**config.mk**
```make
export PLATFORM = sky130hd
export DESIGN_NAME = load_extend
export DESIGN_NICKNAME = d
export VERILOG_FILES = /design/src/riscv_mem_pkg.sv /design/src/load_extend.sv
export SDC_FILE = /design/constraint.sdc
export NUM_CORES = 1
export LEC_CHECK = 0
export ABC_AREA = 1
export BUFFER_PORTS_ARGS = -buffer_cell sky130_fd_sc_hd__clkbuf_2
export CAP_MARGIN = 10
export CORE_MARGIN = 1
export CORE_UTILIZATION = 25
export DETAILED_ROUTE_END_ITERATION = 7
export PLACE_DENSITY = 0.57
export SYNTH_ARGS = -nofsm -noshare
export SYNTH_HDL_FRONTEND = slang
export SYNTH_SLANG_ARGS = --single-unit
```
**constraint.sdc**
```tcl
create_clock -name vclk -period 1.2
set_clock_uncertainty 0.15 [all_clocks]
set_input_delay 0.12 -clock vclk [all_inputs]
set_output_delay 0.12 -clock vclk [all_outputs]
set_load 0.01 [all_outputs]
```
**src/riscv_mem_pkg.sv**
```systemverilog
package riscv_mem_pkg;

    // Data and address width
    localparam int xlen = 32;

    // Major opcodes, instruction bits 6 to 2
    localparam logic [4:0] opc_load   = 5'b00000;
    localparam logic [4:0] opc_store  = 5'b01000;
    localparam logic [4:0] opc_branch = 5'b11000;

    // addi x0, x0, 0
    localparam logic [31:0] nop_inst = 32'h0000_0013;

    // Address map, top nibble
    localparam logic [3:0] region_dmem_a = 4'h1;
    localparam logic [3:0] region_dmem_b = 4'h3;
    localparam logic [3:0] region_mmio   = 4'h8;

    // Word index width of the data RAM
    localparam int dmem_addr_bits = 12;

    // Memory-mapped I/O registers
    localparam logic [31:0] mmio_uart_status   = 32'h8000_0000;
    localparam logic [31:0] mmio_uart_rx       = 32'h8000_0004;
    localparam logic [31:0] mmio_uart_tx       = 32'h8000_0008;
    localparam logic [31:0] mmio_cycles        = 32'h8000_0010;
    localparam logic [31:0] mmio_insts         = 32'h8000_0014;
    localparam logic [31:0] mmio_counter_clear = 32'h8000_0018;
    localparam logic [31:0] mmio_branches      = 32'h8000_001C;
    localparam logic [31:0] mmio_correct       = 32'h8000_0020;

    // Access size codes from funct3
    localparam logic [2:0] funct3_byte   = 3'b000;
    localparam logic [2:0] funct3_half   = 3'b001;
    localparam logic [2:0] funct3_word   = 3'b010;
    localparam logic [2:0] funct3_byte_u = 3'b100;
    localparam logic [2:0] funct3_half_u = 3'b101;

    // I-type view, used by loads
    typedef struct packed {
        logic [11:0] imm;
        logic [4:0]  rs1;
        logic [2:0]  funct3;
        logic [4:0]  rd;
        logic [6:0]  opcode;
    } load_fields_t;

    // S-type view, immediate split around rs2/rs1
    typedef struct packed {
        logic [6:0] imm_hi;
        logic [4:0] rs2;
        logic [4:0] rs1;
        logic [2:0] funct3;
        logic [4:0] imm_lo;
        logic [6:0] opcode;
    } store_fields_t;

    typedef union packed {
        load_fields_t  load;
        store_fields_t store;
    } inst_word_t;

endpackage

```
**src/load_extend.sv**
```systemverilog
module load_extend (
    input  logic [riscv_mem_pkg::xlen-1:0]   word,
    input  logic [2:0]                       funct3,
    input  logic [1:0]                       addr_low,
    output logic [riscv_mem_pkg::xlen-1:0]   load_data
);

    logic [riscv_mem_pkg::xlen-1:0] shifted;

    // Bring the addressed lane down to bit 0
    assign shifted = word >> {addr_low, 3'b000};

    always_comb begin
        case (funct3)
            riscv_mem_pkg::funct3_byte: begin
                load_data = {{24{shifted[7]}}, shifted[7:0]};
            end
            riscv_mem_pkg::funct3_half: begin
                load_data = {{16{shifted[15]}}, shifted[15:0]};
            end
            riscv_mem_pkg::funct3_byte_u: begin
                load_data = {24'b0, shifted[7:0]};
            end
            riscv_mem_pkg::funct3_half_u: begin
                load_data = {16'b0, shifted[15:0]};
            end
            riscv_mem_pkg::funct3_word: begin
                load_data = shifted;
            end
            default: begin
                // Unknown size code, pass the raw word
                load_data = word;
            end
        endcase
    end

endmodule

```
**Word-level counts from Yosys, hierarchy flattened**

Cells that the tools add are included.

- Bits in registers: 0
- Input bits: 37
- Output and inout bits: 32
- Logic and storage cells: 7

- Equality and inequality tests: 4
- Shifts and indexed selects: 1
- Muxes and demuxes: 1
- Reductions and logical operators: 1

Operator list:

| kind | count |
|---|---|
| one-hot mux 32 bit (5 select lines) | 1 |
| right shift 32 x 5 -> 32 bit | 1 |
| == test 3 bit (second input constant) | 2 |
| == test 3 x 1 -> 1 bit (second input constant) | 1 |
| == test 3 x 2 -> 1 bit (second input constant) | 1 |
| logical NOT 3 bit | 1 |

**Depth between registers and ports, before layout**

- Word-level depth: 2
- Gate-level depth with buffers: 8
- Depth with buffers taken out: 6

**Worst setup path before layout**

No wires, ideal clock.

- Kind: input port to output port
- From: input port addr_low[1]
- To: output port load_data[2] (netlist bit)
- Arrival: 0.874 ns
- Data required time: 0.930 ns
- Slack: 0.056 ns
- Cell stages on the path: 7
- Buffers on the path: 2
- Cell sequence: buf_4 inv_4 buf_2 o21ai_0 nand2_1 a21oi_1 nor2_1

- Word-level cells in the longest chain between the ends: 2

Ends and longest elaborated chain:

| element | RTL line | source |
|---|---|---|
| start, declared | load_extend.sv:4 | `input logic [1:0] addr_low,` |
| right shift 32 x 5 -> 32 bit | load_extend.sv:11 | `assign shifted = word >> {addr_low, 3'b000};` |
| one-hot mux 32 bit (5 select lines) | load_extend.sv:14 | `case (funct3)` |
| end, declared | load_extend.sv:5 | `output logic [riscv_mem_pkg::xlen-1:0] load_data` |

Every way passes these cells.

**Worst setup path in the final report**

- From: input port funct3[2]
- To: output port load_data[2] (netlist bit)

- Word-level cells in the longest chain between the ends: 2
- Elaborated cells on any way between the ends: 6
- Classes of those cells: 4 x eq/ne; 1 x mux; 1 x reduce/logical

Ends and longest elaborated chain:

| element | RTL line | source |
|---|---|---|
| start, declared | load_extend.sv:3 | `input logic [2:0] funct3,` |
| == test 3 x 2 -> 1 bit (tied with other cells) | load_extend.sv:14 |  |
| one-hot mux 32 bit (5 select lines) * | load_extend.sv:14 |  |

Every way passes the cells marked *; elsewhere a longest branch is shown, timed or not.

==> impl_metrics.py <==
metrics = {
    "grt": {
        "first_global_vias": 1446,
        "initial_antenna_violation_count": 0,
        "groute.usage.overall_pct": 18.08,
        "grt_max_degree": 14,
        "grt_first_pass_wirelength_mm": 6.403,
        "gr-total-overflow": 0,
    },
    "status": {
        "failed_checks": "negative setup slack",
        "outcome": "complete, but fails checks",
    },
    "timing": {
        "setup-violations-final": 32,
        "timing.final.crit_period_ns": 1.384,
        "rsz0062_at_grt": "yes",
        "finalHoldViolCount": 0,
        "report.final.slew_viol_count": 0,
        "max_slew.worst_pin.slew_ns": 0.2669,
        "max-slew-margin-rel_pct": 82.13,
        "timing.final.ws_setup_ns": -0.1839,
        "timing.final.crit_share_pct": 115.3,
        "fmaxAchievable_mhz": 722.6,
        "tns_ns": -4.489,
        "whs_ns": 0.3703,
    },
    "place": {
        "hpwl_after_detailed_placement_mm": 3.130,
        "place_inst": 341,
        "placed_area_mm2": 0.001572,
        "replace_congestion": 0.7885,
        "placement.io_buffers": 69,
    },
    "synth": {
        "postSynthNetCount": 248,
        "postSynthCellCount": 211,
        "synth_sequential_area_ratio_pct": 0,
        "syn_avg_cell_area_um2": 4.963,
        "synth.yosys.warnings": 0,
        "syn-cell-area_mm2": 0.001047,
        "synthDistinctLibCells": 23,
    },
    "floorplanning": {
        "core_area_mm2": 0.004000,
        "die_area_mm2": 0.004452,
        "ios": 69,
        "die_w_um": 66.72,
        "placementRows": 23,
        "floorplan.die.height_um": 66.72,
        "start_util_pct": 26.18,
    },
    "cells_and_area": {
        "final_layout_size_suffix_gt1_share_pct": 47.30,
        "layout_common_cells": "80 x nand2_1, 39 x clkbuf_2, 18 x nor2_1, 18 x buf_2",
        "antenna_cells": 0,
        "layout.cell_area.non_filler_mm2": 0.001897,
        "seqCellArea_um2": 0,
        "numSequentialCells": 0,
        "fin_nets": 335,
        "n_clock_buffer": 0,
        "area_growth_pct": 81.12,
        "layout_commonest_cell": "nand2_1",
        "stdcell_count": 346,
    },
    "detailed_routing": {
        "routed_via_density": 4.890,
        "drtAntennaViolNets": 0,
        "route.final.wire_length_mm": 4.266,
        "avgRoutedWirePerCell_um": 12.33,
        "post-route-drc-count": 0,
        "drt-initial-drc-count": 151,
        "drt-pass1-iter-count": 4,
        "via_count": 1692,
    },
    "power_and_ir_drop": {
        "max-vdd-ir-drop_mv": 0.1820,
        "power.static_leakage_uw": 0.001060,
        "totalPowerFinal_uw": 829.4,
        "cellPowerDensity_mw_per_mm2": 437.3,
    },
    "worst_setup_path": {
        "critPathRequiredTime_ns": 0.93,
        "worst-setup-path-type": "input pin to primary output",
        "end_kind": "primary output",
        "critical_path_fanouts_max": 6,
        "startpoint_types": "input pin",
        "worst-endpoint-arrival_ns": 1.11,
    },
    "min_path": {
        "min_path_type": "input pin to primary output",
    },
    "run": {
        "max_cap_violations": 0,
    },
}
==> Yosys cell counts, drive strengths merged <==
cell type | instances | area [µm²]
o21ai | 11 | 58.81
a21oi | 8 | 43.79
and2 | 1 | 6.260
nor2 | 23 | 122.6
inv | 17 | 68.81
o211ai | 7 | 52.55
nand3 | 20 | 122.6
buf | 14 | 108.9
nand4 | 16 | 100.1
nand2 | 94 | 362.8
==> kinds of logic (layout without fill, tap and decap cells) <==
| kind of cell | after synthesis | after routing | share of synthesized area (%) |
|---|---|---|---|
| AOI/OAI and AO/OA | 26 | 26 | 14.81 |
| buffers and inverters | 31 | 115 | 16.96 |
| and+or+nand+nor | 154 | 155 | 68.22 |
==> worst paths after layout <==
kind	slack (ns)	cells after the start	end	start
max	-0.18	8	load_data[2]	funct3[2]
min	0.37	4	load_data[5]	word[5]
==> layer usage <==
layer | vias to the layer above | share of wire, % | global-route usage, %
li1 | 872 | - | -
met1 | 763 | 46 | 25.60
met2 | 55 | 48 | 30.93
met3 | 2 | 5.3 | 0.5137
met4 | 0 | 0 | 1.862
met5 | - | 0 | 0
==> cell type report <==
class                           count  area, µm²
Timing Repair Buffer               98      743.2
Inverter                           17      80.08
Multi-Input combinational cell    181       1011
Fill cell                         457       2103
Tap cell                           50      62.56
==> report_power, final <==
group / internal (µW) / switching [µW]
clock network: 0 / 0
logic: 390 / 440
registers: 0 / 0
==> through the flow <==
step / worst slack [ns] / utilization, %
final: -0.1839 / 47.42
after global routing: -0.2149 / 47.42
after CTS: -0.1730 / 41.10
after detailed placement: -0.2138 / 39.29
after global placement: -0.1937 / 39.29
after floorplan: 0.05586 / -
==> critical path: stages <==
cell and delay, ns:
buf_6 0.10, nor2_4 0.22, nor2_8 0.09, a21oi_4 0.16
buf_6 0.14, nor2_1 0.04, nor2_1 0.11, buf_2 0.14
==> what timing repair did <==
item	in CTS	in global routing
gates resized for setup	18	79
setup buffers	0	2
setup endpoints to repair	32	32
pin swaps	5	5
hold buffers	0	0
gates cloned	1	2
(Power assumes the default switching activity.)
