<file path="src/riscv_mem_pkg.sv">
package riscv_mem_pkg;

    // Data and address width
    localparam int xlen = 32;

    // Major opcodes, instruction bits 6 to 2
    localparam logic [4:0] opc_load   = 5'b00000;
    localparam logic [4:0] opc_store  = 5'b01000;
    localparam logic [4:0] opc_branch = 5'b11000;

    // addi x0, x0, 0
    localparam logic [31:0] nop_inst = 32'h0000_0013;

    // Address map, top nibble
    localparam logic [3:0] region_dmem_a = 4'h1;
    localparam logic [3:0] region_dmem_b = 4'h3;
    localparam logic [3:0] region_mmio   = 4'h8;

    // Word index width of the data RAM
    localparam int dmem_addr_bits = 12;

    // Memory-mapped I/O registers
    localparam logic [31:0] mmio_uart_status   = 32'h8000_0000;
    localparam logic [31:0] mmio_uart_rx       = 32'h8000_0004;
    localparam logic [31:0] mmio_uart_tx       = 32'h8000_0008;
    localparam logic [31:0] mmio_cycles        = 32'h8000_0010;
    localparam logic [31:0] mmio_insts         = 32'h8000_0014;
    localparam logic [31:0] mmio_counter_clear = 32'h8000_0018;
    localparam logic [31:0] mmio_branches      = 32'h8000_001C;
    localparam logic [31:0] mmio_correct       = 32'h8000_0020;

    // Access size codes from funct3
    localparam logic [2:0] funct3_byte   = 3'b000;
    localparam logic [2:0] funct3_half   = 3'b001;
    localparam logic [2:0] funct3_word   = 3'b010;
    localparam logic [2:0] funct3_byte_u = 3'b100;
    localparam logic [2:0] funct3_half_u = 3'b101;

    // I-type view, used by loads
    typedef struct packed {
        logic [11:0] imm;
        logic [4:0]  rs1;
        logic [2:0]  funct3;
        logic [4:0]  rd;
        logic [6:0]  opcode;
    } load_fields_t;

    // S-type view, immediate split around rs2/rs1
    typedef struct packed {
        logic [6:0] imm_hi;
        logic [4:0] rs2;
        logic [4:0] rs1;
        logic [2:0] funct3;
        logic [4:0] imm_lo;
        logic [6:0] opcode;
    } store_fields_t;

    typedef union packed {
        load_fields_t  load;
        store_fields_t store;
    } inst_word_t;

endpackage

</file>
<file path="src/store_align.sv">
module store_align (
    input  logic                             dmem_store,
    input  logic [2:0]                       funct3,
    input  logic [1:0]                       addr_low,
    input  logic [riscv_mem_pkg::xlen-1:0]   store_data,
    output logic [3:0]                       byte_en,
    output logic [riscv_mem_pkg::xlen-1:0]   wdata
);

    // Lane enables per access size and offset
    always_comb begin
        byte_en = 4'b0000;
        if (dmem_store) begin
            case (funct3)
                riscv_mem_pkg::funct3_byte: begin
                    byte_en = 4'b0001 << addr_low;
                end
                riscv_mem_pkg::funct3_half: begin
                    // Only halfword-aligned offsets are legal
                    if (addr_low == 2'd0) begin
                        byte_en = 4'b0011;
                    end else if (addr_low == 2'd2) begin
                        byte_en = 4'b1100;
                    end
                end
                riscv_mem_pkg::funct3_word: begin
                    if (addr_low == 2'd0) begin
                        byte_en = 4'b1111;
                    end
                end
                default: begin
                    byte_en = 4'b0000;
                end
            endcase
        end
    end

    // Move the low bytes of rs2 up into the addressed lanes
    assign wdata = store_data << {addr_low, 3'b000};

endmodule

</file>
<file path="config.mk">
export PLATFORM = sky130hd
export DESIGN_NAME = store_align
export DESIGN_NICKNAME = d
export VERILOG_FILES = /design/src/riscv_mem_pkg.sv /design/src/store_align.sv
export SDC_FILE = /design/constraint.sdc
export NUM_CORES = 1
export LEC_CHECK = 0
export ABC_AREA = 1
export BUFFER_PORTS_ARGS = -buffer_cell sky130_fd_sc_hd__buf_2
export CAP_MARGIN = 20
export CORE_MARGIN = 3
export CORE_UTILIZATION = 37
export DETAILED_ROUTE_END_ITERATION = 16
export MAX_ROUTING_LAYER = met4
export PLACE_DENSITY = 0.95
export SLEW_MARGIN = 20
export SYNTH_ARGS = -nofsm -noshare
export SYNTH_HDL_FRONTEND = slang
export SYNTH_SLANG_ARGS = --single-unit
</file>
<file path="constraint.sdc">
create_clock -name vclk -period 1.1
set_input_delay 0.11 -clock vclk [all_inputs]
set_output_delay 0.11 -clock vclk [all_outputs]
set_load 0.02 [all_outputs]
</file>
# Yosys cells after proc, flatten, opt, wreduce, memory -nomap -nowiden
# Cells that the tools add are included.
[totals]
output_inout_bits = 36
reg_bits = 0
word_cells = 12
in_bits = 38
[op_classes]
reduce_logical = 2
n_eq_ne = 3
n_shift = 2
mux = 5
[ops]
columns = ["operator", "count"]
rows = [
  ["left shift 32 x 5 -> 32 bit", 1],
  ["2-to-1 mux 4 bit", 4],
  ["one-hot mux 4 bit (3 select lines)", 1],
  ["left shift 1 x 2 -> 4 bit, first input constant", 1],
  ["== test 3 x 1 -> 1 bit, second input constant", 1],
  ["== test 3 x 2 -> 1 bit, second input constant", 1],
  ["zero test 3 bit", 1],
  ["== test 2 bit, second input constant", 1],
  ["zero test 2 bit", 1],
]

# Depth between registers and ports, before layout
[depth]
ltp_word = 5
ltp_mapped = 7
mapped_depth_nobuf = 6

# Least setup slack after synthesis
# OpenSTA, ideal clock, no wires.
[synth_timing]
path_kind = "input-to-output"
startpoint = "input port addr_low[1]"
endpoint = "output port byte_en[1]"
setup_slack_ns = -0.032
arrival_time_ns = 1.022
path_buffers = 1
required_time_ns = 0.990
stages = 4
path_cell_list = "buf_4 -> nor2_4 -> nand3_1 -> a21boi_0"
[synth_between]
elab_chain_cells = 4
elab_cells_between_ends = 6
cone_classes = "shift (1); mux (4); reduce/logical (1)"
[synth_rtl]
columns = ["item", "line_no", "text"]
rows = [
  ["from (decl)", "store_align.sv:4", "input logic [1:0] addr_low,"],
  ["zero test 2 bit", "store_align.sv:20, store_align.sv:27", ""],
  ["2-to-1 mux 4 bit (on tied branches)", "store_align.sv:27, store_align.sv:20", ""],
  ["one-hot mux 4 bit (3 select lines) (*)", "store_align.sv:14", "case (funct3)"],
  ["2-to-1 mux 4 bit (*)", "store_align.sv:13", "if (dmem_store) begin"],
  ["to (decl)", "store_align.sv:6", "output logic [3:0] byte_en,"],
]
# Mark *: on every way between the ends. The rest lies on a longest branch, timed or not.

# Worst setup path after layout
[layout_timing]
startpoint = "input port addr_low[1]"
endpoint = "output port wdata[27] in the netlist's numbering"
[layout_between]
elab_chain_cells = 1
[layout_rtl]
columns = ["item", "line_no", "text"]
rows = [
  ["left shift 32 x 5 -> 32 bit", "store_align.sv:39", "assign wdata = store_data << {addr_low, 3'b000};"],
  ["to (decl)", "store_align.sv:7", "output logic [riscv_mem_pkg::xlen-1:0] wdata"],
]
# Every way passes these cells.

==> flow_metrics.env <==
export IMPL_status="finished, final reports clean"
export IMPL_clkPwrFrac_pct=0
export IMPL_worstPathArrival_ns=0.95
export IMPL_hold_path_class="in2out"
export IMPL_syn_area_um2=586
export IMPL_ys_seq_area_share_pct=0
export IMPL_syn_avg_cell_area_um2=4.65
export IMPL_swShare_pct=59.7
export IMPL_die_w_um=45.8
export IMPL_seq_cells=0
export IMPL_ir_drop_v=0.000318
export IMPL_hpwl_mm=2.27
export IMPL_relSlewSlack_pct=83.7
export IMPL_setup_ws_ns=0.0400
export IMPL_synth_fp_nets=164
export IMPL_p_sw_w=0.000332
export IMPL_power_leakage_nw=0.704
export IMPL_timing_fmax_mhz=943
export IMPL_max_stage_delay_ns=0.18
export IMPL_grt_max_degree=11
export IMPL_pre_cts_ws_ns=-0.0562
export IMPL_vias=1178
export IMPL_n_antenna_cell=0
export IMPL_routed_wirelength_mm=2.83
export IMPL_ys_types=14
export IMPL_fill_cells=101
export IMPL_crit_chain="clkbuf_4, nor2_4, buf_6, nand2_1, o211ai_1, buf_4"
export IMPL_dp_cells=222
export IMPL_max_cap_viol_count=0
export IMPL_num_clock_buffers=0
export IMPL_hp_start="store_data[26]"
export IMPL_startpoint_type="primary input"
export IMPL_tns_ns=0
export IMPL_antenna_found_initial=0
export IMPL_multi_input_area_um2=514
export IMPL_period_needed_ns=1.06
export IMPL_synth_most_common_cell="nand2_1"
export IMPL_pwr_share_seq_pct=0
export IMPL_finalMaxSlewViolations=0
export IMPL_track_usage_pct=26.2
export IMPL_worstMarginPinSlew_ns=0.241
export IMPL_drt_iter0_markers=43
export IMPL_fp_coreArea_mm2=0.00140
export IMPL_comb_power_share_pct=100.0
export IMPL_synth_commonest_cells="nand2_1, nor2_1, inv_1"
export IMPL_cp_required_ns=0.99
export IMPL_yosysWarnings=0
export IMPL_worst_path_max_delay_cell="buf_4"
export IMPL_via_per_inst=5.31
export IMPL_internal_power_w=0.000224
export IMPL_synth_area_leaders="nand2_1, a22oi_1, nor2_1, nand3_1, inv_1"
export IMPL_port_buffers=74
export IMPL_fp_dieH_um=45.8
export IMPL_wl_per_cell_um=12.7
export IMPL_start_util_pct=41.9
export IMPL_p_total_w=0.000556
export IMPL_drive_above_1_share_pct=45.4
export IMPL_place_gp_congestion=0.781
export IMPL_drcViolationCount=0
export IMPL_cp_top_family="buffers and inverters"
export IMPL_cp_end_kind="output pin"
export IMPL_fin_crit_sh_pct=96.4
export IMPL_yosysTopAreaCell="nand2_1"
export IMPL_grt_ovfl_total=0
export IMPL_rows=13
export IMPL_critPathKind="in2out"
export IMPL_layout_nets=247
export IMPL_syn_instance_count=126
export IMPL_path_buf_inv=3
export IMPL_firstDrtPassIters=4
export IMPL_grt_pass1_vias=1068
export IMPL_synth_top_area_share_pct=31.4
export IMPL_crit_start="addr_low[1]"
export IMPL_grt_pass1_wl_mm=4.15
export IMPL_worstPathMaxFanout=10
export IMPL_p_per_area_mw_per_mm2=500
export IMPL_die_area_mm2=0.00210
export IMPL_final_hold_viol_count=0
export IMPL_io_pins=74
export IMPL_fin_cells=222
export IMPL_layout_area_seq_um2=0
export IMPL_finalSetupViolCount=0
export IMPL_post_cts_buffers=0
export IMPL_synthToLayoutAreaGrowth_pct=89.7
export IMPL_drtAntennaViolNets=0
## layout by cell type (no fill, tap or decap)
cell type   n
nor2_1     14
clkbuf_4    1
o211ai_1    6
buf_6       5
a21boi_1    1
nand2_1    49
buf_2      63
buf_12      1
o21ai_1     3
nor2_2      1
inv_1      13
inv_4       1
and2_1      3
nand3_1    11
o21ai_0     5
a22oi_1     8
buf_4      15
nor2_4      4
inv_2       3
## cells by family (layout without fill, tap and decap cells)
logic type	count (synthesis)	after routing	synth area share, %
compound gates	23	23	26.1
buf+inv	21	102	15.6
simple gates	82	82	58.3
## layer usage
| layer | up-vias | global-route usage (%) | wire length (µm) |
|---|---|---|---|
| li1 | 571 | - | - |
| met1 | 504 | 27.0 | 997 |
| met2 | 90 | 49.9 | 1420 |
| met3 | 13 | 2.77 | 334 |
| met4 | 0 | 9.66 | 79 |
| met5 | - | - | 0 |
## stage by stage
| stage | hold WS, ns | util (%) | instance area [µm²] |
|---|---|---|---|
| after floorplan | 0.349 | - | 586 |
| after global placement | 0.547 | 74.5 | 1040 |
| after detailed placement | 0.551 | 74.5 | 1040 |
| after CTS | 0.552 | 75.4 | 1050 |
| after global routing | 0.580 | 79.4 | 1110 |
| final | 0.548 | 79.4 | 1110 |
## what timing repair did
action | 4_1_cts | 5_1_grt
resized for setup | 5 | 21
hold buffers | 0 | 0
setup endpoints to repair | 17 | 27
pin swaps | 1 | 3
## cell type report
class	count	area share [%]
Tap cell	15	1.69
Multi-Input combinational cell	105	46.3
Timing Repair Buffer	85	46.1
Inverter	17	5.97
## worst paths after layout
path                        end  slack [ns]  cells past startpoint
worst max-delay path  wdata[27]        0.04                      6
worst min-delay path  wdata[26]        0.55                      4
## power groups by stage
| stage | Combinational [W] | Clock [W] | Sequential (W) |
|---|---|---|---|
| after global placement | 0.000500 | 0 | 0 |
| after detailed placement | 0.000515 | 0 | 0 |
| after CTS | 0.000524 | 0 | 0 |
| after floorplan | 0.000284 | 0 | 0 |
| after global routing | 0.000599 | 0 | 0 |
| final | 0.000556 | 0 | 0 |
Note: power is estimated with default switching activity, not from simulation.
