`src/riscv_mem_pkg.sv`:
```
package riscv_mem_pkg;

    // Data and address width
    localparam int xlen = 32;

    // Major opcodes, instruction bits 6 to 2
    localparam logic [4:0] opc_load   = 5'b00000;
    localparam logic [4:0] opc_store  = 5'b01000;
    localparam logic [4:0] opc_branch = 5'b11000;

    // addi x0, x0, 0
    localparam logic [31:0] nop_inst = 32'h0000_0013;

    // Address map, top nibble
    localparam logic [3:0] region_dmem_a = 4'h1;
    localparam logic [3:0] region_dmem_b = 4'h3;
    localparam logic [3:0] region_mmio   = 4'h8;

    // Word index width of the data RAM
    localparam int dmem_addr_bits = 12;

    // Memory-mapped I/O registers
    localparam logic [31:0] mmio_uart_status   = 32'h8000_0000;
    localparam logic [31:0] mmio_uart_rx       = 32'h8000_0004;
    localparam logic [31:0] mmio_uart_tx       = 32'h8000_0008;
    localparam logic [31:0] mmio_cycles        = 32'h8000_0010;
    localparam logic [31:0] mmio_insts         = 32'h8000_0014;
    localparam logic [31:0] mmio_counter_clear = 32'h8000_0018;
    localparam logic [31:0] mmio_branches      = 32'h8000_001C;
    localparam logic [31:0] mmio_correct       = 32'h8000_0020;

    // Access size codes from funct3
    localparam logic [2:0] funct3_byte   = 3'b000;
    localparam logic [2:0] funct3_half   = 3'b001;
    localparam logic [2:0] funct3_word   = 3'b010;
    localparam logic [2:0] funct3_byte_u = 3'b100;
    localparam logic [2:0] funct3_half_u = 3'b101;

    // I-type view, used by loads
    typedef struct packed {
        logic [11:0] imm;
        logic [4:0]  rs1;
        logic [2:0]  funct3;
        logic [4:0]  rd;
        logic [6:0]  opcode;
    } load_fields_t;

    // S-type view, immediate split around rs2/rs1
    typedef struct packed {
        logic [6:0] imm_hi;
        logic [4:0] rs2;
        logic [4:0] rs1;
        logic [2:0] funct3;
        logic [4:0] imm_lo;
        logic [6:0] opcode;
    } store_fields_t;

    typedef union packed {
        load_fields_t  load;
        store_fields_t store;
    } inst_word_t;

endpackage

```
`src/perf_counters.sv`:
```
module perf_counters (
    input  logic                             clk,
    input  logic                             rst_n,
    input  riscv_mem_pkg::inst_word_t        inst,
    input  logic                             br_pred_correct,
    input  logic                             counters_clear,
    output logic [riscv_mem_pkg::xlen-1:0]   cycles,
    output logic [riscv_mem_pkg::xlen-1:0]   insts,
    output logic [riscv_mem_pkg::xlen-1:0]   branches,
    output logic [riscv_mem_pkg::xlen-1:0]   correct
);

    logic [riscv_mem_pkg::xlen-1:0] count [4];
    logic [3:0]                     inc;
    logic                           is_branch;

    assign is_branch = (inst.load.opcode[6:2] == riscv_mem_pkg::opc_branch);

    // Index 0 cycles, 1 instructions, 2 branches, 3 correct predictions
    assign inc[0] = 1'b1;
    assign inc[1] = (inst != riscv_mem_pkg::nop_inst);
    assign inc[2] = is_branch;
    assign inc[3] = is_branch && br_pred_correct;

    always_ff @(posedge clk) begin
        for (int i = 0; i < 4; i++) begin
            if (!rst_n || counters_clear) begin
                count[i] <= '0;
            end else if (inc[i]) begin
                count[i] <= count[i] + 1'b1;
            end
        end
    end

    assign cycles   = count[0];
    assign insts    = count[1];
    assign branches = count[2];
    assign correct  = count[3];

    // Each counted event is a subset of the one counted before it
    a_count_order: assert property (@(posedge clk) disable iff (!rst_n)
        (correct <= branches) && (branches <= insts) && (insts <= cycles))
        else $error("perf_counters: counts out of order");

endmodule

```
`config.mk`:
```
export PLATFORM = sky130hd
export DESIGN_NAME = perf_counters
export DESIGN_NICKNAME = d
export VERILOG_FILES = /design/src/riscv_mem_pkg.sv /design/src/perf_counters.sv
export SDC_FILE = /design/constraint.sdc
export NUM_CORES = 1
export LEC_CHECK = 0
export BUFFER_PORTS_ARGS = -buffer_cell sky130_fd_sc_hd__buf_4
export CAP_MARGIN = 0
export CORE_AREA = 4 4 123 125
export DETAILED_ROUTE_END_ITERATION = 8
export DIE_AREA = 0 0 127 129
export GPL_TIMING_DRIVEN = 0
export PLACE_DENSITY_LB_ADDON = 0.08
export SLEW_MARGIN = 20
export SYNTH_ARGS = -nofsm -noshare
export SYNTH_HDL_FRONTEND = slang
export SYNTH_SLANG_ARGS = --single-unit
```
`constraint.sdc`:
```
create_clock -name clk -period 1.9 [get_ports clk]
set_input_delay 0.285 -clock clk [delete_from_list [all_inputs] [get_ports clk]]
set_output_delay 0.285 -clock clk [all_outputs]
set_load 0.05 [all_outputs]
```
# Word-level counts from Yosys, hierarchy flattened
# Memory sizes are Yosys's and may differ from the RTL's.
# Cells that the tools add are included.
# W data, S select, Z words.
# word_totals
reg_bits	0
mem_bits_rw	128
input_bits	36
out_inout_bits	128
n_memories	1
# memory_table
name	words	width	rd	rd_ports_with_merged_regs	write_ports	line_no	text
count	4	32	4	0	4	perf_counters.sv:13	logic [riscv_mem_pkg::xlen-1:0] count [4];
# op_classes
n_addsub	4
n_eq_ne	2
n_mux	16
bitwise	4
reduce_logical	3
# op_table
operator	n
$add A32 B1 Y32 const B	4
$mux W32	4
$ne A32 B5 Y1 const B	1
$mux W1	12
$eq A5 B5 Y1 const B	1
$or A1 B1 Y1	4
$logic_and A1 B1 Y1	1
$logic_not A1 Y1	1
$logic_or A1 B1 Y1	1

# Depth between registers and ports, before layout
# Gate-level depths: netlist of run 1.
# logic_depth
word_depth	6
depth_mapped	7
ltp_nobuf	6

# Worst setup path before layout of run 1
# Ideal clock, no wire load.
# synth_path
path_type	register -> register
from	memory count[2][0] in the netlist's numbering
to	memory count[2][28] in the netlist's numbering, data pin
setup_ps	266
arrival_time_ps	2068
required_time_ps	1634
path_slack_ps	-434
stages_incl_launch_ff	8
synth_period_minus_slack_ps	2334
cell_sequence	edfxtp_1 ha_1 nand3_1 or3_1 buf_6 nor4_2 xnor2_1 nor2_1
# synth_rtl
element	line_no
from (decl)	perf_counters.sv:13

==> results.json, run 1 <==
{
  "arrival_ns": 2.11,
  "startpoint": "count[2][1]",
  "finalClockSkew_ns": 0.007632,
  "grt_max_degree": 33,
  "drive_above_1_share": 0.3619,
  "largest-register": "count",
  "finalCritPeriodShare": 1.029,
  "grt_pass1_vias": 5595,
  "place_hpwl_um": 12170,
  "largest_reg_flops": 128,
  "utilization": 0.6916,
  "core_area_mm2": 0.01388,
  "drt-initial-drc-count": 346,
  "postSynthCellCount": 655,
  "crit_fanout": 5,
  "maxSlewViolCount": 0,
  "clkSinkCount": 128,
  "cts_tree": "done",
  "diodes": 0,
  "synth.avg_cell_area_um2": 10.35,
  "min_period_ns": 1.955,
  "yosysSeqAreaShare": 0.5199,
  "clkLatencyLatePin_ns": 0.42,
  "r2r-start": "count[2][1]",
  "violations": "setup timing",
  "gp_congestion": 0.8601,
  "drc_errors": 0,
  "rr_worst_depth": 6,
  "die_h_um": 129,
  "final_nets": 914,
  "hold_viol": 0,
  "cp.required_ns": 2.05,
  "yosys_warnings": 0,
  "first_pass_iters": 4,
  "cts.clk_slew.worst_paths_ns": 0.06,
  "worst_slew_pin_slew_ns": 0.7849,
  "grt_use_total": 0.2092,
  "initial_core_util": 0.4882,
  "cap_violations": 0,
  "final.setup.worst_slack_ns": -0.05494,
  "relSlewSlack": 0.4749,
  "grt_pass1_wl_um": 27740,
  "htreeDepth": 4,
  "n_fill_cell": 1081,
  "cp-end-kind": "register",
  "path_class": "register to register",
  "syn_to_final_growth_pct": 41.67,
  "vias": 5719,
  "multi_input_area_mm2": 0.003485,
  "startpoint_type": "register",
  "hp-class": "input pin to register",
  "status": "finished with violations",
  "ant_nets": 0,
  "reg2reg_to": "count[2][16]",
  "num_rows": 43,
  "regArea_mm2": 0.003537,
  "clock_path_buffers": 2,
  "top_regs": "count: 128 flops",
  "wl_per_cell_um": 16.65,
  "finalPower_uw": 7107,
  "critPathCapture": "count[2][16]",
  "synth_edf_count": 96,
  "synth_nets": 695,
  "ys.flop_type": "edfxtp_1",
  "vdd_drop_max_mv": 0.5246,
  "die-area_mm2": 0.01638,
  "drt-total-wl_um": 17760,
  "rsz0062_at_grt": "true",
  "cts_root_buf": "clkbuf_16",
  "powerDensity_mw_per_mm2": 740.3,
  "cts_buffers": 17,
  "grt-ovfl-total": 0,
  "ys_types": 37,
  "ys_seq_elements": 128,
  "synth_area_mm2": 0.006776,
  "r2r_setup_slack_ns": -0.05,
  "ys_async_sr_fraction": 0,
  "antenna_found_initial": 0,
  "leakage_uw": 0.003722,
  "die_x_um": 127,
  "io_pins": 164,
  "port_buffers": 163,
  "via_per_inst": 5.360,
  "fmax_mhz": 511.5,
  "setup_violations": 5
}
==> Yosys cell counts (3+ instances only) <==
library cell  count  area (µm²)
and2_1            4       25.02
a21oi_1           6       30.03
nor4_2           17       212.7
nor3_1           16       80.08
edfxtp_1         96        2883
nand2_1          41       153.9
nor2_1          140       525.5
nor4b_1           3       26.28
xnor2_1          60       525.5
and4_1           12       105.1
nand4_1          31       193.9
inv_1             9       33.78
nor4_1           11       68.82
buf_6             4       45.04
and3_1           17       106.4
ha_1              4       50.05
o21ai_0           6       30.03
buf_2             3       15.01
nand3_1          49       245.2
dfxtp_1          32       640.6
xor2_1           54       473.0
or3_1             9       56.30
clkbuf_1         14       52.55
==> how the worst min path moves through the flow <==
stage / start / to / slack (ns) / depth (start not counted)
after floorplan: br_pred_correct / count[3][1] / 0.51 / 1
after detailed placement: count[0][0] / count[0][0] / 0.48 / 1
after global routing: br_pred_correct / count[3][1] / 0.19 / 2
after CTS: br_pred_correct / count[3][1] / 0.18 / 2
after global placement: count[0][0] / count[0][0] / 0.47 / 1
final: br_pred_correct / count[3][1] / 0.19 / 2
==> area by class of cell <==
type                       instances  share of cell area
buffer                            21             0.01707
clock buffer                      27             0.06256
clock inverter                     5            0.002998
inverter                           9            0.003519
multi-input combinational        498              0.3630
sequential                       128              0.3684
tap                              180             0.02346
timing repair buffer             199              0.1590
==> cells in the final DEF (no fill, tap or decap), types with 4 or more instances in the layout <==
master     netlist  layout
a21oi_1          6       5
and2_1           4       4
and3_1          17      17
and4_1          12      10
buf_4            0     195
buf_6            4       7
clkbuf_1        14      16
clkbuf_16        0      24
dfxtp_1         32      21
dfxtp_2          0      11
edfxtp_1        96      96
inv_1            9       9
nand2_1         41      38
nand3_1         49      39
nand3_2          0       7
nand3_4          1       4
nand4_1         31      31
nor2_1         140     136
nor3_1          16       5
nor3_2           0       4
nor3_4           0       7
nor4_1          11       7
nor4_2          17      14
nor4_4           2       9
or3_1            9       5
xnor2_1         60      60
xor2_1          54      54
==> stage by stage <==
| step | std cells | setup TNS, ns | hold WS (ns) | area, µm² | setup WS, ns |
|---|---|---|---|---|---|
| final | 1067 | -0.1492 | 0.1940 | 9600 | -0.05494 |
| after global routing | 1067 | -1.414 | 0.1906 | 9600 | -0.1542 |
| after CTS | 1048 | -0.03282 | 0.1841 | 9323 | -0.02941 |
| after detailed placement | 998 | -26.63 | 0.4768 | 8531 | -0.3025 |
| after global placement | 998 | -42.82 | 0.4733 | 8527 | -0.5157 |
| after floorplan | 655 | -9.245 | 0.5079 | 7078 | -0.3513 |
==> cells by family after synthesis <==
logic type      after synthesis  share of synthesized area
simple gates                366                     0.2941
flops                       128                     0.5199
xor+xnor                    114                     0.1473
buf+inv                      30                    0.02160
compound gates               13                   0.009601
fa+ha+maj                     4                   0.007386
==> layer usage <==
layer  wire [µm]  GRT usage
met5           0          0
met1        7662     0.2632
met4         254    0.06183
met3        1117    0.06683
met2        8727     0.3478
==> report_power, final <==
part / internal (µW) / total (µW) / switching (µW)
Clock: 2170 / 3400 / 1230
Combinational: 190 / 560 / 370
Sequential: 3060 / 3150 / 92.8
==> timing repair <==
item                       4_1_cts  5_1_grt
setup endpoints to repair       35       52
resized for setup                5       23
cloned                           0        2
hold buffers                     0        0
pin swaps                        6       16
setup buffers                   18       17
==> critical path, cell delays in order, from the launching register on <==
cell and delay (ns):
edfxtp_1 0.40, ha_2 0.24, nand3_4 0.09, or3_4 0.38, clkbuf_16 0.18, o21ai_0 0.31, a21oi_2 0.08
No activity file was read; power rests on OpenSTA's default activity.
==> run 2, diff against run 1 <==
--- a/config.mk
+++ b/config.mk
@@ -12,6 +12,7 @@
 export DIE_AREA = 0 0 127 129
 export GPL_TIMING_DRIVEN = 0
 export PLACE_DENSITY_LB_ADDON = 0.08
+export SETUP_SLACK_MARGIN = 0.2
 export SLEW_MARGIN = 20
 export SYNTH_ARGS = -nofsm -noshare
 export SYNTH_HDL_FRONTEND = slang
==> run 2 against run 1 <==
Against the previous run: the run still ends with setup timing left; core utilization up 8.4 points; count of clock-buffer cells in the layout shrank 5; non-clock buffer count grew 83; clock skew is 0.0011 ns higher; global-route usage is 2.1 points higher; routed wire length is 19% higher; fmax down 1.6%; register-to-register slack lost 0.03 ns; cell count grew 7.8%; sequential share of layout area fell by 3.6 points; total power down 0.36%.
==> results.json, run 2 (synthesis results as in run 1) <==
{
  "min_period_ns": 1.987,
  "clkLatencyLatePin_ns": 0.42,
  "slowest_stage": "or3_4",
  "maxSlewViolCount": 0,
  "dp_slack_ns": -0.5028,
  "p_sw_uw": 1734,
  "cts_root_buf": "clkbuf_16",
  "cap_violations": 0,
  "crit_fanout": 5,
  "drive_above_1_share": 0.4691,
  "cp-end-kind": "register",
  "cts_tree": "done",
  "cts_buffers": 17,
  "clkPwrFrac": 0.470,
  "clkSinkCount": 128,
  "drt-total-wl_um": 21080,
  "startpoint_type": "register",
  "setup_violations": 11,
  "grt_pass1_wl_um": 30390,
  "wl_per_cell_um": 18.33,
  "die-area_mm2": 0.01638,
  "critPathMaxStageDelay_ns": 0.45,
  "status": "finished with violations",
  "diodes": 0,
  "finalPower_uw": 7081,
  "cp.required_ns": 2.05,
  "dp_cells": 998,
  "largest_reg_flops": 128,
  "crit_family": "simple AND/OR/NAND/NOR gates",
  "finalCritPeriodShare": 1.046,
  "final_nets": 997,
  "r2r_setup_slack_ns": -0.09,
  "port_buffers": 163,
  "combPwrFrac": 0.088,
  "top_regs": "count: 128 flops",
  "powerDensity_mw_per_mm2": 657.6,
  "via_per_inst": 5.569,
  "largest-register": "count",
  "relSlewSlack": 0.4708,
  "vdd_drop_max_mv": 0.6012,
  "grt_use_total": 0.2298,
  "syn_to_final_growth_pct": 58.90,
  "final_cell_mix": "buf_4 (255), nor2_1 (134), edfxtp_1 (96)",
  "grt-ovfl-total": 0,
  "rsz0062_at_grt": "true",
  "seq_power_share": 0.442,
  "die_x_um": 127,
  "layout_commonest_cell": "buf_4",
  "hp-class": "input pin to register",
  "violations": "setup timing",
  "drc_errors": 0,
  "gp_congestion": 0.8102,
  "core_area_mm2": 0.01388,
  "initial_core_util": 0.4882,
  "place_hpwl_um": 12580,
  "htreeDepth": 4,
  "worst_slew_pin_slew_ns": 0.7922,
  "finalClockSkew_ns": 0.008732,
  "vias": 6404,
  "io_pins": 164,
  "leakage_uw": 0.004595,
  "cp_num_buf_inv": 1,
  "grt_max_degree": 33,
  "cts_hold_buffers": 0,
  "switching_share": 0.2449,
  "hold_viol": 0,
  "path_class": "register to register",
  "clock_path_buffers": 2,
  "num_rows": 43,
  "die_h_um": 129,
  "final.setup.worst_slack_ns": -0.08690,
  "ant_nets": 0,
  "arrival_ns": 2.14,
  "fmax_mhz": 503.3,
  "fin_cells": 1150,
  "first_pass_iters": 5,
  "grt_pass1_vias": 6037,
  "cts.clk_slew.worst_paths_ns": 0.06,
  "drt-initial-drc-count": 423,
  "worstPathCellList": "ha_4 -> nand3_4 -> or3_4 -> buf_16 -> nor4_4 -> xnor2_1 -> nor2_1",
  "p_int_uw": 5347,
  "antenna_found_initial": 0
}
-- run 2: area by class of cell --
type,instances,area (µm²)
Multi-Input combinational cell,498,3862
Inverter,9,33.78
Buffer,21,181.4
Timing Repair Buffer,282,2295
Fill cell,886,3113
Clock buffer,22,486.7
Clock inverter,10,105.1
Sequential cell,128,3578
Tap cell,180,225.2
-- run 2: per-layer routing --
metal	part of all wire	vias to the layer above	GRT usage	routed length [µm]
met3	0.066	29	0.05355	1382
li1	-	2956	-	-
met2	0.51	254	0.4019	10840
met1	0.41	3165	0.2849	8563
met5	0	-	0	0
met4	0.014	0	0.06751	296
-- run 2: power by group through the flow --
| stage | Combinational, µW | Clock, µW | Sequential [µW] |
|---|---|---|---|
| 2_1_floorplan | 107 | 0 | 3410 |
| 3_3_place_gp | 531 | 0 | 3190 |
| 3_5_place_dp | 536 | 0 | 3200 |
| 4_1_cts | 582 | 3330 | 3130 |
| 5_1_grt | 657 | 3490 | 3130 |
| 6_report | 626 | 3330 | 3130 |
-- run 2: per-stage QoR --
step | TNS (ns) | hold slack [ns] | area (µm²) | util
floorplan | -9.886 | 0.5079 | 7167 | -
finish | -0.4921 | 0.2026 | 10770 | 0.7757
detailed placement | -33.94 | 0.4779 | 8616 | 0.6207
global placement | -31.35 | 0.4795 | 8616 | 0.6207
CTS | -0.01833 | 0.1831 | 9818 | 0.7073
global route | -1.661 | 0.2136 | 10770 | 0.7757
-- run 2: worst reg2reg max path: cells and delay by family (launching register included) --
kind          cells  cell delay [ns]
simple gates      4             0.78
buf+inv           1             0.16
fa+ha+maj         1             0.18
flops             1             0.44
xor+xnor          1             0.16
-- run 2: what timing repair did --
action | CTS | global route
hold endpoints to repair | 0 | 0
buffers inserted | 46 | 70
gates resized for setup | 41 | 73
setup endpoints to repair | 73 | 153
cloned | 3 | 1
pin swaps | 37 | 67
-- run 2: worst paths after layout --
kind | depth (start not counted) | to | startpoint
max | 7 | count[2][26] | count[2][1]
min reg2reg | 1 | count[0][0] | count[0][0]
max reg2reg | 7 | count[2][26] | count[2][1]
min | 2 | count[3][1] | br_pred_correct
