**config.mk**
```make
export PLATFORM = sky130hd
export DESIGN_NAME = mmio_regs
export DESIGN_NICKNAME = d
export VERILOG_FILES = /design/src/riscv_mem_pkg.sv /design/src/mmio_regs.sv
export SDC_FILE = /design/constraint.sdc
export NUM_CORES = 1
export LEC_CHECK = 0
export BUFFER_PORTS_ARGS = -buffer_cell sky130_fd_sc_hd__buf_2
export CAP_MARGIN = 20
export CORE_AREA = 2 2 80 82
export CTS_BUF_LIST = sky130_fd_sc_hd__clkbuf_8
export CTS_CLUSTER_SIZE = 16
export DETAILED_ROUTE_END_ITERATION = 10
export DIE_AREA = 0 0 82 84
export PLACE_DENSITY_LB_ADDON = 0.05
export SYNTH_ARGS = -nofsm -noshare
export SYNTH_HDL_FRONTEND = slang
export SYNTH_SLANG_ARGS = --single-unit
export TNS_END_PERCENT = 100
```
**constraint.sdc**
```tcl
create_clock -name clk -period 2.7 [get_ports clk]
set_input_delay 0.135 -clock clk [delete_from_list [all_inputs] [get_ports clk]]
set_output_delay 0.135 -clock clk [all_outputs]
set_load 0.005 [all_outputs]
```
**src/riscv_mem_pkg.sv**
```systemverilog
package riscv_mem_pkg;

    // Data and address width
    localparam int xlen = 32;

    // Major opcodes, instruction bits 6 to 2
    localparam logic [4:0] opc_load   = 5'b00000;
    localparam logic [4:0] opc_store  = 5'b01000;
    localparam logic [4:0] opc_branch = 5'b11000;

    // addi x0, x0, 0
    localparam logic [31:0] nop_inst = 32'h0000_0013;

    // Address map, top nibble
    localparam logic [3:0] region_dmem_a = 4'h1;
    localparam logic [3:0] region_dmem_b = 4'h3;
    localparam logic [3:0] region_mmio   = 4'h8;

    // Word index width of the data RAM
    localparam int dmem_addr_bits = 12;

    // Memory-mapped I/O registers
    localparam logic [31:0] mmio_uart_status   = 32'h8000_0000;
    localparam logic [31:0] mmio_uart_rx       = 32'h8000_0004;
    localparam logic [31:0] mmio_uart_tx       = 32'h8000_0008;
    localparam logic [31:0] mmio_cycles        = 32'h8000_0010;
    localparam logic [31:0] mmio_insts         = 32'h8000_0014;
    localparam logic [31:0] mmio_counter_clear = 32'h8000_0018;
    localparam logic [31:0] mmio_branches      = 32'h8000_001C;
    localparam logic [31:0] mmio_correct       = 32'h8000_0020;

    // Access size codes from funct3
    localparam logic [2:0] funct3_byte   = 3'b000;
    localparam logic [2:0] funct3_half   = 3'b001;
    localparam logic [2:0] funct3_word   = 3'b010;
    localparam logic [2:0] funct3_byte_u = 3'b100;
    localparam logic [2:0] funct3_half_u = 3'b101;

    // I-type view, used by loads
    typedef struct packed {
        logic [11:0] imm;
        logic [4:0]  rs1;
        logic [2:0]  funct3;
        logic [4:0]  rd;
        logic [6:0]  opcode;
    } load_fields_t;

    // S-type view, immediate split around rs2/rs1
    typedef struct packed {
        logic [6:0] imm_hi;
        logic [4:0] rs2;
        logic [4:0] rs1;
        logic [2:0] funct3;
        logic [4:0] imm_lo;
        logic [6:0] opcode;
    } store_fields_t;

    typedef union packed {
        load_fields_t  load;
        store_fields_t store;
    } inst_word_t;

endpackage

```
**src/mmio_regs.sv**
```systemverilog
module mmio_regs (
    input  logic                             clk,
    input  logic                             rst_n,
    input  logic                             mmio_load,
    input  logic                             mmio_store,
    input  logic [riscv_mem_pkg::xlen-1:0]   addr,
    input  logic [7:0]                       uart_rx_data,
    input  logic                             uart_rx_valid,
    input  logic                             uart_tx_ready,
    input  logic [riscv_mem_pkg::xlen-1:0]   cycles,
    input  logic [riscv_mem_pkg::xlen-1:0]   insts,
    input  logic [riscv_mem_pkg::xlen-1:0]   branches,
    input  logic [riscv_mem_pkg::xlen-1:0]   correct,
    output logic                             counters_clear,
    output logic                             uart_tx_valid,
    output logic                             uart_rx_ready,
    output logic [riscv_mem_pkg::xlen-1:0]   rdata
);

    logic [riscv_mem_pkg::xlen-1:0] rd_word;

    // Store-side strobes act in the same cycle
    assign uart_tx_valid  = mmio_store && (addr == riscv_mem_pkg::mmio_uart_tx);
    assign counters_clear = mmio_store && (addr == riscv_mem_pkg::mmio_counter_clear);

    always_comb begin
        case (addr)
            riscv_mem_pkg::mmio_uart_status: rd_word = {30'b0, uart_rx_valid, uart_tx_ready};
            riscv_mem_pkg::mmio_uart_rx:     rd_word = {24'b0, uart_rx_data};
            riscv_mem_pkg::mmio_cycles:      rd_word = cycles;
            riscv_mem_pkg::mmio_insts:       rd_word = insts;
            riscv_mem_pkg::mmio_branches:    rd_word = branches;
            riscv_mem_pkg::mmio_correct:     rd_word = correct;
            default:                         rd_word = '0;
        endcase
    end

    // Counts are captured before this cycle's increment
    always_ff @(posedge clk) begin
        rdata <= rd_word;
    end

    // Receive byte is consumed when the load result comes back
    always_ff @(posedge clk) begin
        if (!rst_n) begin
            uart_rx_ready <= 1'b0;
        end else begin
            uart_rx_ready <= mmio_load && (addr == riscv_mem_pkg::mmio_uart_rx);
        end
    end

endmodule

```
; ---- Word level (Yosys, flattened, before mapping)
; Cells that the tools add are included.
; W data, S select, Z words.
[totals]
in_bits = 174
register_bits = 33
output_inout_bits = 35
[op_classes]
n_mux = 1
eq_ne = 8
reduce_logical = 3
[op_table]
columns = operator, n
row1 = $eq A32 B32 Y1 const B, 8
row2 = $pmux W32 S6, 1
row3 = $logic_and A1 B1 Y1, 3

; ---- Depth between registers and ports, before layout
; Gate-level depths: netlist of run 1.
[logic_depth]
ltp_word = 2
mapped_depth = 7
ltp_nobuf = 4

; ---- Worst setup path after synthesis of run 1
; No wires, ideal clock.
[synth_path]
kind = in2reg
from = in addr[2] (netlist bit)
to = reg rdata[10] (netlist bit)
path_slack_ns = 1.339
required_ns = 2.572
path_stages = 7
n_path_buf = 3
setup_time_ns = 0.128
t_arrival_ns = 1.233
cell_sequence = buf_6 > nor3b_2 > and3b_1 > buf_6 > buf_6 > a222oi_1 > nor2_1
[synth_between]
elab_chain_len = 2
[synth_lines]
columns = item, line
row1 = "start, declared", mmio_regs.sv:6  ; input logic [riscv_mem_pkg::xlen-1:0] addr,
row2 = $eq A32 B32 Y1, mmio_regs.sv:27  ; case (addr)
row3 = $pmux W32 S6 *, mmio_regs.sv:27
row4 = via rd_word (one bit), mmio_regs.sv:20  ; logic [riscv_mem_pkg::xlen-1:0] rd_word;
row5 = "end signal, assigned", mmio_regs.sv:40  ; rdata <= rd_word;
row6 = "end, declared", mmio_regs.sv:17  ; output logic [riscv_mem_pkg::xlen-1:0] rdata
; The timed path passes the listed nets; every way through them passes the cells marked *.
; A chain may end at the register's enable or synchronous reset.

; ---- Worst setup path in the final report of run 1
[layout_path]
from = in addr[2] (netlist bit)
to = reg rdata[24] (netlist bit)
; The elaborated chain is that of the path after synthesis.

==> results of run 1 <==
## path summary, 6_finish.rpt
| path | endpoint | slack, ns | cells after the start | startpoint |
|---|---|---|---|---|
| min | rdata[28]$_DFF_P_ | 0.1 | 3 | correct[28] |
| max | rdata[24]$_DFF_P_ | 1.00 | 6 | addr[2] |
## synth_stat cells
library cell	number	share of area [%]
nor2_1	34	6.8
dfxtp_1	33	35
a222oi_1	28	15
a22o_1	26	12
mux2_2	8	4.8
nor4_1	7	2.3
buf_2	6	1.6
clkbuf_1	6	1.2
buf_6	5	3.0
a22oi_1	4	1.6
a32o_1	4	2.1
nand3_1	3	0.81
nor3_1	3	0.81
a32oi_1	2	0.94
buf_4	2	0.81
mux2i_1	2	1.1
nand2_1	2	0.40
nor2b_1	2	0.67
o22a_1	2	0.94
o2bb2ai_1	2	0.94
and2_2	1	0.40
and3_1	1	0.34
and3b_1	1	0.47
and4_1	1	0.47
nand2b_1	1	0.34
nor3b_2	1	0.67
nor4_2	1	0.67
nor4_4	1	1.1
nor4b_1	1	0.47
nor4b_2	1	0.81
nor4bb_1	1	0.54
## power groups by stage
stage	Clock, mW	Combinational [mW]	Sequential, mW
global route	0.507	0.226	0.486
detailed placement	0	0.204	0.498
CTS	0.489	0.205	0.486
global placement	0	0.203	0.498
floorplan	0	0.0614	0.498
finish	0.472	0.204	0.487
## sequential cells by signal, summed over array words and instances (netlist names)
signal and cells:
uart_rx_ready 1, rdata 32
## metrics by stage
| stage | hold WS, ns | util [%] | power, mW |
|---|---|---|---|
| 6_report | 0.0976 | 50.4 | 1.16 |
| 5_1_grt | 0.0919 | 50.4 | 1.22 |
| 4_1_cts | 0.0868 | 50.4 | 1.18 |
| 3_5_place_dp | 0.384 | 48.5 | 0.702 |
| 3_3_place_gp | 0.370 | 48.5 | 0.701 |
| 2_1_floorplan | 0.266 | - | 0.559 |
## critical path, delay by kind of cell
| kind | cells | cell delay [ns] |
|---|---|---|
| compound gates | 1 | 0.25 |
| buf+inv | 2 | 0.39 |
| simple gates | 3 | 1.13 |
## cells by family after synthesis
group	count (synthesis)
buffers and inverters	19
muxes	10
AOI/OAI and AO/OA	68
and+or+nand+nor	62
DFF	33
## layout by cell type (no fill, tap or decap), types with 2 or more instances in the layout
cell type,count
mux2i_1,2
a32oi_1,2
mux2_2,8
a222oi_1,28
a32o_1,4
a22o_1,26
o2bb2ai_1,2
nand3_1,3
nor2b_1,2
buf_4,7
a22oi_1,4
nand2_1,2
dfxtp_1,33
nor2_1,34
nor4_1,7
nor3_1,3
o22a_1,2
buf_2,208
clkbuf_8,6
## area by class of cell
| cell class | instances | area [µm²] |
|---|---|---|
| Fill cell | 633 | 3030 |
| Tap cell | 77 | 96.3 |
| Clock buffer | 6 | 82.6 |
| Timing Repair Buffer | 215 | 1090 |
| Clock inverter | 2 | 33.8 |
| Sequential cell | 33 | 661 |
| Multi-Input combinational cell | 140 | 1100 |
## routing by layer
| layer | share of wire, % | wire (µm) |
|---|---|---|
| met1 | 38 | 2790 |
| met2 | 51 | 3710 |
| met3 | 9.2 | 671 |
| met4 | 1.6 | 116 |
| met5 | 0 | 0 |
==> metrics.yaml, run 1 <==
areaGrowthSynthToFinish_pct: 64.7
grt_use_met3_pct: 5.30
die_w_um: 82
drc: 0
start_kind: "input pin"
post_cts_buffers: 0
synthSimpleGateAreaFrac_pct: 18.2
hpwl_um: 5640
diodes: 0
final_cells: 473
use_met2_pct: 38.3
grt_antenna_before_repair: 0
final_area_um2: 3070
synth_xor_area_share_pct: 0
fmax_mhz: 588
outcome: "completed"
hold_buffers: 0
numPlacedInstances: 465
synth-seq-area-share_pct: 35.4
cp_cell_sequence: "buf_2 > nor3b_2 > buf_4 > and3b_1 > a222oi_1 > nor2_1"
cts.reportedPaths.clkPinSlew_ns: 0.07
grt_usage_pct: 21.0
finalSetupViolCount: 0
synth_compound_area_share_pct: 33.8
ys_types: 31
grt-ovfl-total: 0
clock_path_buffers: 2
synth_warnings: 0
power_frac_comb_pct: 17.5
die_y_um: 84
port_buffers: 208
post-route-period-util_pct: 62.9
viasPerCell: 5.25
routabilityCongestion: 0.832
p_clk_share_pct: 40.6
pre_cts_ws_ns: 0.678
first_pass_iters: 7
drtAntennaViolNets: 0
slowest_stage: "and3b_1"
vias: 2483
p_seq_share_pct: 41.9
cts.sinks: 33
grt_pass1_vias: 2417
avgSynthCellArea_um2: 9.71
fin_nets: 569
synth-seq-cells: 33
drive_above_1_share_pct: 59.6
grt_pass1_wl_um: 11200
busiest_layer: "met2"
ir_drop_v: 0.000204
dr.first_iter.drc_count: 150
final.setup.worst_slack_ns: 1.00
p_sw_share_pct: 21.9
critPathKind: "in -> reg"
hold_viol: 0
synthAdderAreaFrac_pct: 0
hp-class: "in -> reg"
cts_tree: "done"
worstMarginPinSlew_ns: 0.911
fp-row-count: 29
routed_wl_um: 7290
period_needed_ns: 1.70
synthCells: 192
routedWlPerCell_um: 15.4
arrival_ns: 1.91
p_int_mw: 0.908
synth_top_family_by_area: "compound AO/OA/AOI/OAI gates"
muxShareOfSynthArea_pct: 5.91
cts_resized: 0
grt_max_degree: 32
rsz0062_at_grt: "no"
dieArea_um2: 6890
fin_tns_setup_ns: 0
p_leak_nw: 1.49
crit_path_end_kind: "flop"
use_met1_pct: 23.5
initial_core_util_pct: 30.6
synthesis.nets: 366
max_stage_delay_ns: 0.77
h-tree-depth: 2
core_um2: 6100
cts_made_buffers: 5
cap_violations: 0
post_dp_cell_area_um2: 2950
cp.required_ns: 2.91
netSwitchingPower_mw: 0.255
syn-cell-area_um2: 1860
cp_max_fo: 24
powerDensity_nw_per_um2: 378
root_buffer: "clkbuf_8"
relSlewSlack_pct: 39.2
slew_viol_final: 0
pin_count: 209
Power figures use the tool's default switching activity.
==> inputs of run 2 (changes only) <==
--- a/config.mk
+++ b/config.mk
@@ -5,13 +5,14 @@
 export SDC_FILE = /design/constraint.sdc
 export NUM_CORES = 1
 export LEC_CHECK = 0
+export ABC_AREA = 1
 export BUFFER_PORTS_ARGS = -buffer_cell sky130_fd_sc_hd__buf_2
 export CAP_MARGIN = 20
-export CORE_AREA = 2 2 80 82
+export CORE_AREA = 2 2 82 84
 export CTS_BUF_LIST = sky130_fd_sc_hd__clkbuf_8
 export CTS_CLUSTER_SIZE = 16
 export DETAILED_ROUTE_END_ITERATION = 10
-export DIE_AREA = 0 0 82 84
+export DIE_AREA = 0 0 84 86
 export PLACE_DENSITY_LB_ADDON = 0.05
 export SYNTH_ARGS = -nofsm -noshare
 export SYNTH_HDL_FRONTEND = slang
==> constraint.sdc (replaced) <==
create_clock -name clk -period 1.8 [get_ports clk]
set_input_delay 0.09 -clock clk [delete_from_list [all_inputs] [get_ports clk]]
set_output_delay 0.09 -clock clk [all_outputs]
set_load 0.005 [all_outputs]
==> metrics.yaml, run 2 <==
outcome: "completed"
routed_wl_um: 8010
die_y_um: 86
cts.sinks: 33
dr_wl_met2_um: 4140
synth-seq-cells: 33
initial_core_util_pct: 33.9
synthCells: 330
final_area_um2: 3330
top_layer: "met4"
synth-seq-area-share_pct: 31.1
slew_viol_final: 0
routedWlPerCell_um: 13.0
p_clk_share_pct: 36.4
grt_max_degree: 45
relSlewSlack_pct: 61.7
avgSynthCellArea_um2: 6.45
hold_depth: 3
synthesis.nets: 504
fin_tns_setup_ns: 0
vias: 2984
synth_warnings: 0
synth_top_cells_by_count: "nand3_1 (103), nand2_1 (69), nor2_1 (35), dfxtp_1 (33), nand4_1 (24)"
max_stage_delay_ns: 0.30
worstMarginPinSlew_ns: 0.572
mostFrequentLayoutCell: "buf_2"
grt_usage_pct: 21.7
start_kind: "input pin"
ys_types: 18
crit_path_end_kind: "flop"
arrival_ns: 1.44
clock_path_buffers: 2
root_buffer: "clkbuf_8"
power_frac_comb_pct: 15.6
final_cells: 615
routabilityCongestion: 0.846
regMostFlops: "rdata"
first_pass_iters: 4
diodes: 0
cts_made_buffers: 5
fillers: 659
critPathKind: "in -> reg"
final.setup.worst_slack_ns: 0.581
synthTopCellsByArea: "dfxtp_1 (31%), nand3_1 (24%), nand2_1 (12%)"
p_sw_share_pct: 24.7
total_power_mw: 1.52
numPlacedInstances: 605
drive_above_1_share_pct: 46.1
cp_cell_sequence: "buf_2 > nor2_1 > nand2_1 > nor2_2 > inv_2 > nor2_8 > nand2_1 > nor2_1 > nor2_1 > nand2_1"
grt_antenna_before_repair: 0
synth_top_area_share_pct: 31.1
cts_tree: "done"
fin_nets: 711
powerDensity_nw_per_um2: 456
yosysMostFrequentCell: "nand3_1"
pin_count: 209
synth_edf_count: 0
h-tree-depth: 2
pre_cts_ws_ns: 0.254
viasPerCell: 4.85
ir_drop_v: 0.000347
cp_max_fo: 23
hpwl_um: 6200
fp-row-count: 29
dieArea_um2: 7220
yosys.area.top_type: "dfxtp_1"
hp-class: "in -> reg"
finalSetupViolCount: 0
period_needed_ns: 1.22
port_buffers: 208
p_leak_nw: 1.89
netSwitchingPower_mw: 0.376
die_w_um: 84
cp.required_ns: 2.02
hold_viol: 0
drc: 0
syn-cell-area_um2: 2130
dr.first_iter.drc_count: 135
met1Wirelength_um: 3070
cap_violations: 0
grt-ovfl-total: 0
synthArstFlopShare_pct: 0
cts.reportedPaths.clkPinSlew_ns: 0.07
synth-main-ff-cell: "dfxtp_1"
p_seq_share_pct: 48.0
p_int_mw: 1.14
cts_resized: 0
rsz0062_at_grt: "no"
post-route-period-util_pct: 67.7
post_cts_buffers: 0
drtAntennaViolNets: 0
core_um2: 6280
fmax_mhz: 821
final_cell_mix: "buf_2 (208), nand3_1 (103), nand2_1 (69), nor2_1 (34), dfxtp_1 (33)"
slowest_stage: "nor2_8"
areaGrowthSynthToFinish_pct: 56.8
top_regs: "rdata (32), uart_rx_ready (1)"
largest_register_ffs: 32
hold_buffers: 2
wl_met3_um: 722
post_dp_cell_area_um2: 3230
grt_pass1_vias: 2923
grt_pass1_wl_um: 12900
-- run 2: power by group through the flow --
stage | Clock (mW) | Sequential, mW | Combinational [mW]
2_1_floorplan | 0 | 0.746 | 0.0370
3_3_place_gp | 0 | 0.746 | 0.234
3_5_place_dp | 0 | 0.746 | 0.233
4_1_cts | 0.579 | 0.729 | 0.238
5_1_grt | 0.609 | 0.729 | 0.265
6_report | 0.553 | 0.729 | 0.237
-- run 2: metal layers --
layer  vias up  track usage (%)
met1      1305             24.9
met2       156             41.0
met4         0             5.13
met3         6             5.00
li1       1517                -
met5         -                0
-- run 2: final timing paths --
| check | startpoint | to | slack (ns) |
|---|---|---|---|
| worst max-delay path | addr[13] | rdata[0]$_DFF_P_ | 0.58 |
| worst min-delay path | cycles[25] | rdata[25]$_DFF_P_ | 0.01 |
-- run 2: cell families (layout without fill, tap and decap cells) --
| group | after synthesis | count (layout) | synth area share [%] |
|---|---|---|---|
| buffers and inverters | 45 | 253 | 10.0 |
| and+or+nand+nor | 252 | 252 | 58.9 |
| DFF | 33 | 33 | 31.1 |
-- run 2: critical path, delay by kind of cell --
kind | cells | cell delay, ns
AND/OR/NAND/NOR | 8 | 1.11
buffers and inverters | 2 | 0.25
-- run 2: area by class of cell --
| class | count | area, µm² | share of cell area [%] |
|---|---|---|---|
| inverters | 27 | 101 | 3.04 |
| well taps | 77 | 96.3 | 2.89 |
| flip-flops and latches | 33 | 661 | 19.8 |
| repair buffers | 218 | 1130 | 34.0 |
| clock buffers | 5 | 68.8 | 2.06 |
| multi-input cells | 252 | 1260 | 37.7 |
| clock inverters | 3 | 17.5 | 0.525 |
-- run 2: per-stage QoR --
stage	util, %	hold slack [ns]
finish	53.1	0.00995
global route	53.1	0.00828
CTS	53.1	0.000973
detailed placement	51.4	0.293
global placement	51.4	0.294
floorplan	-	0.206
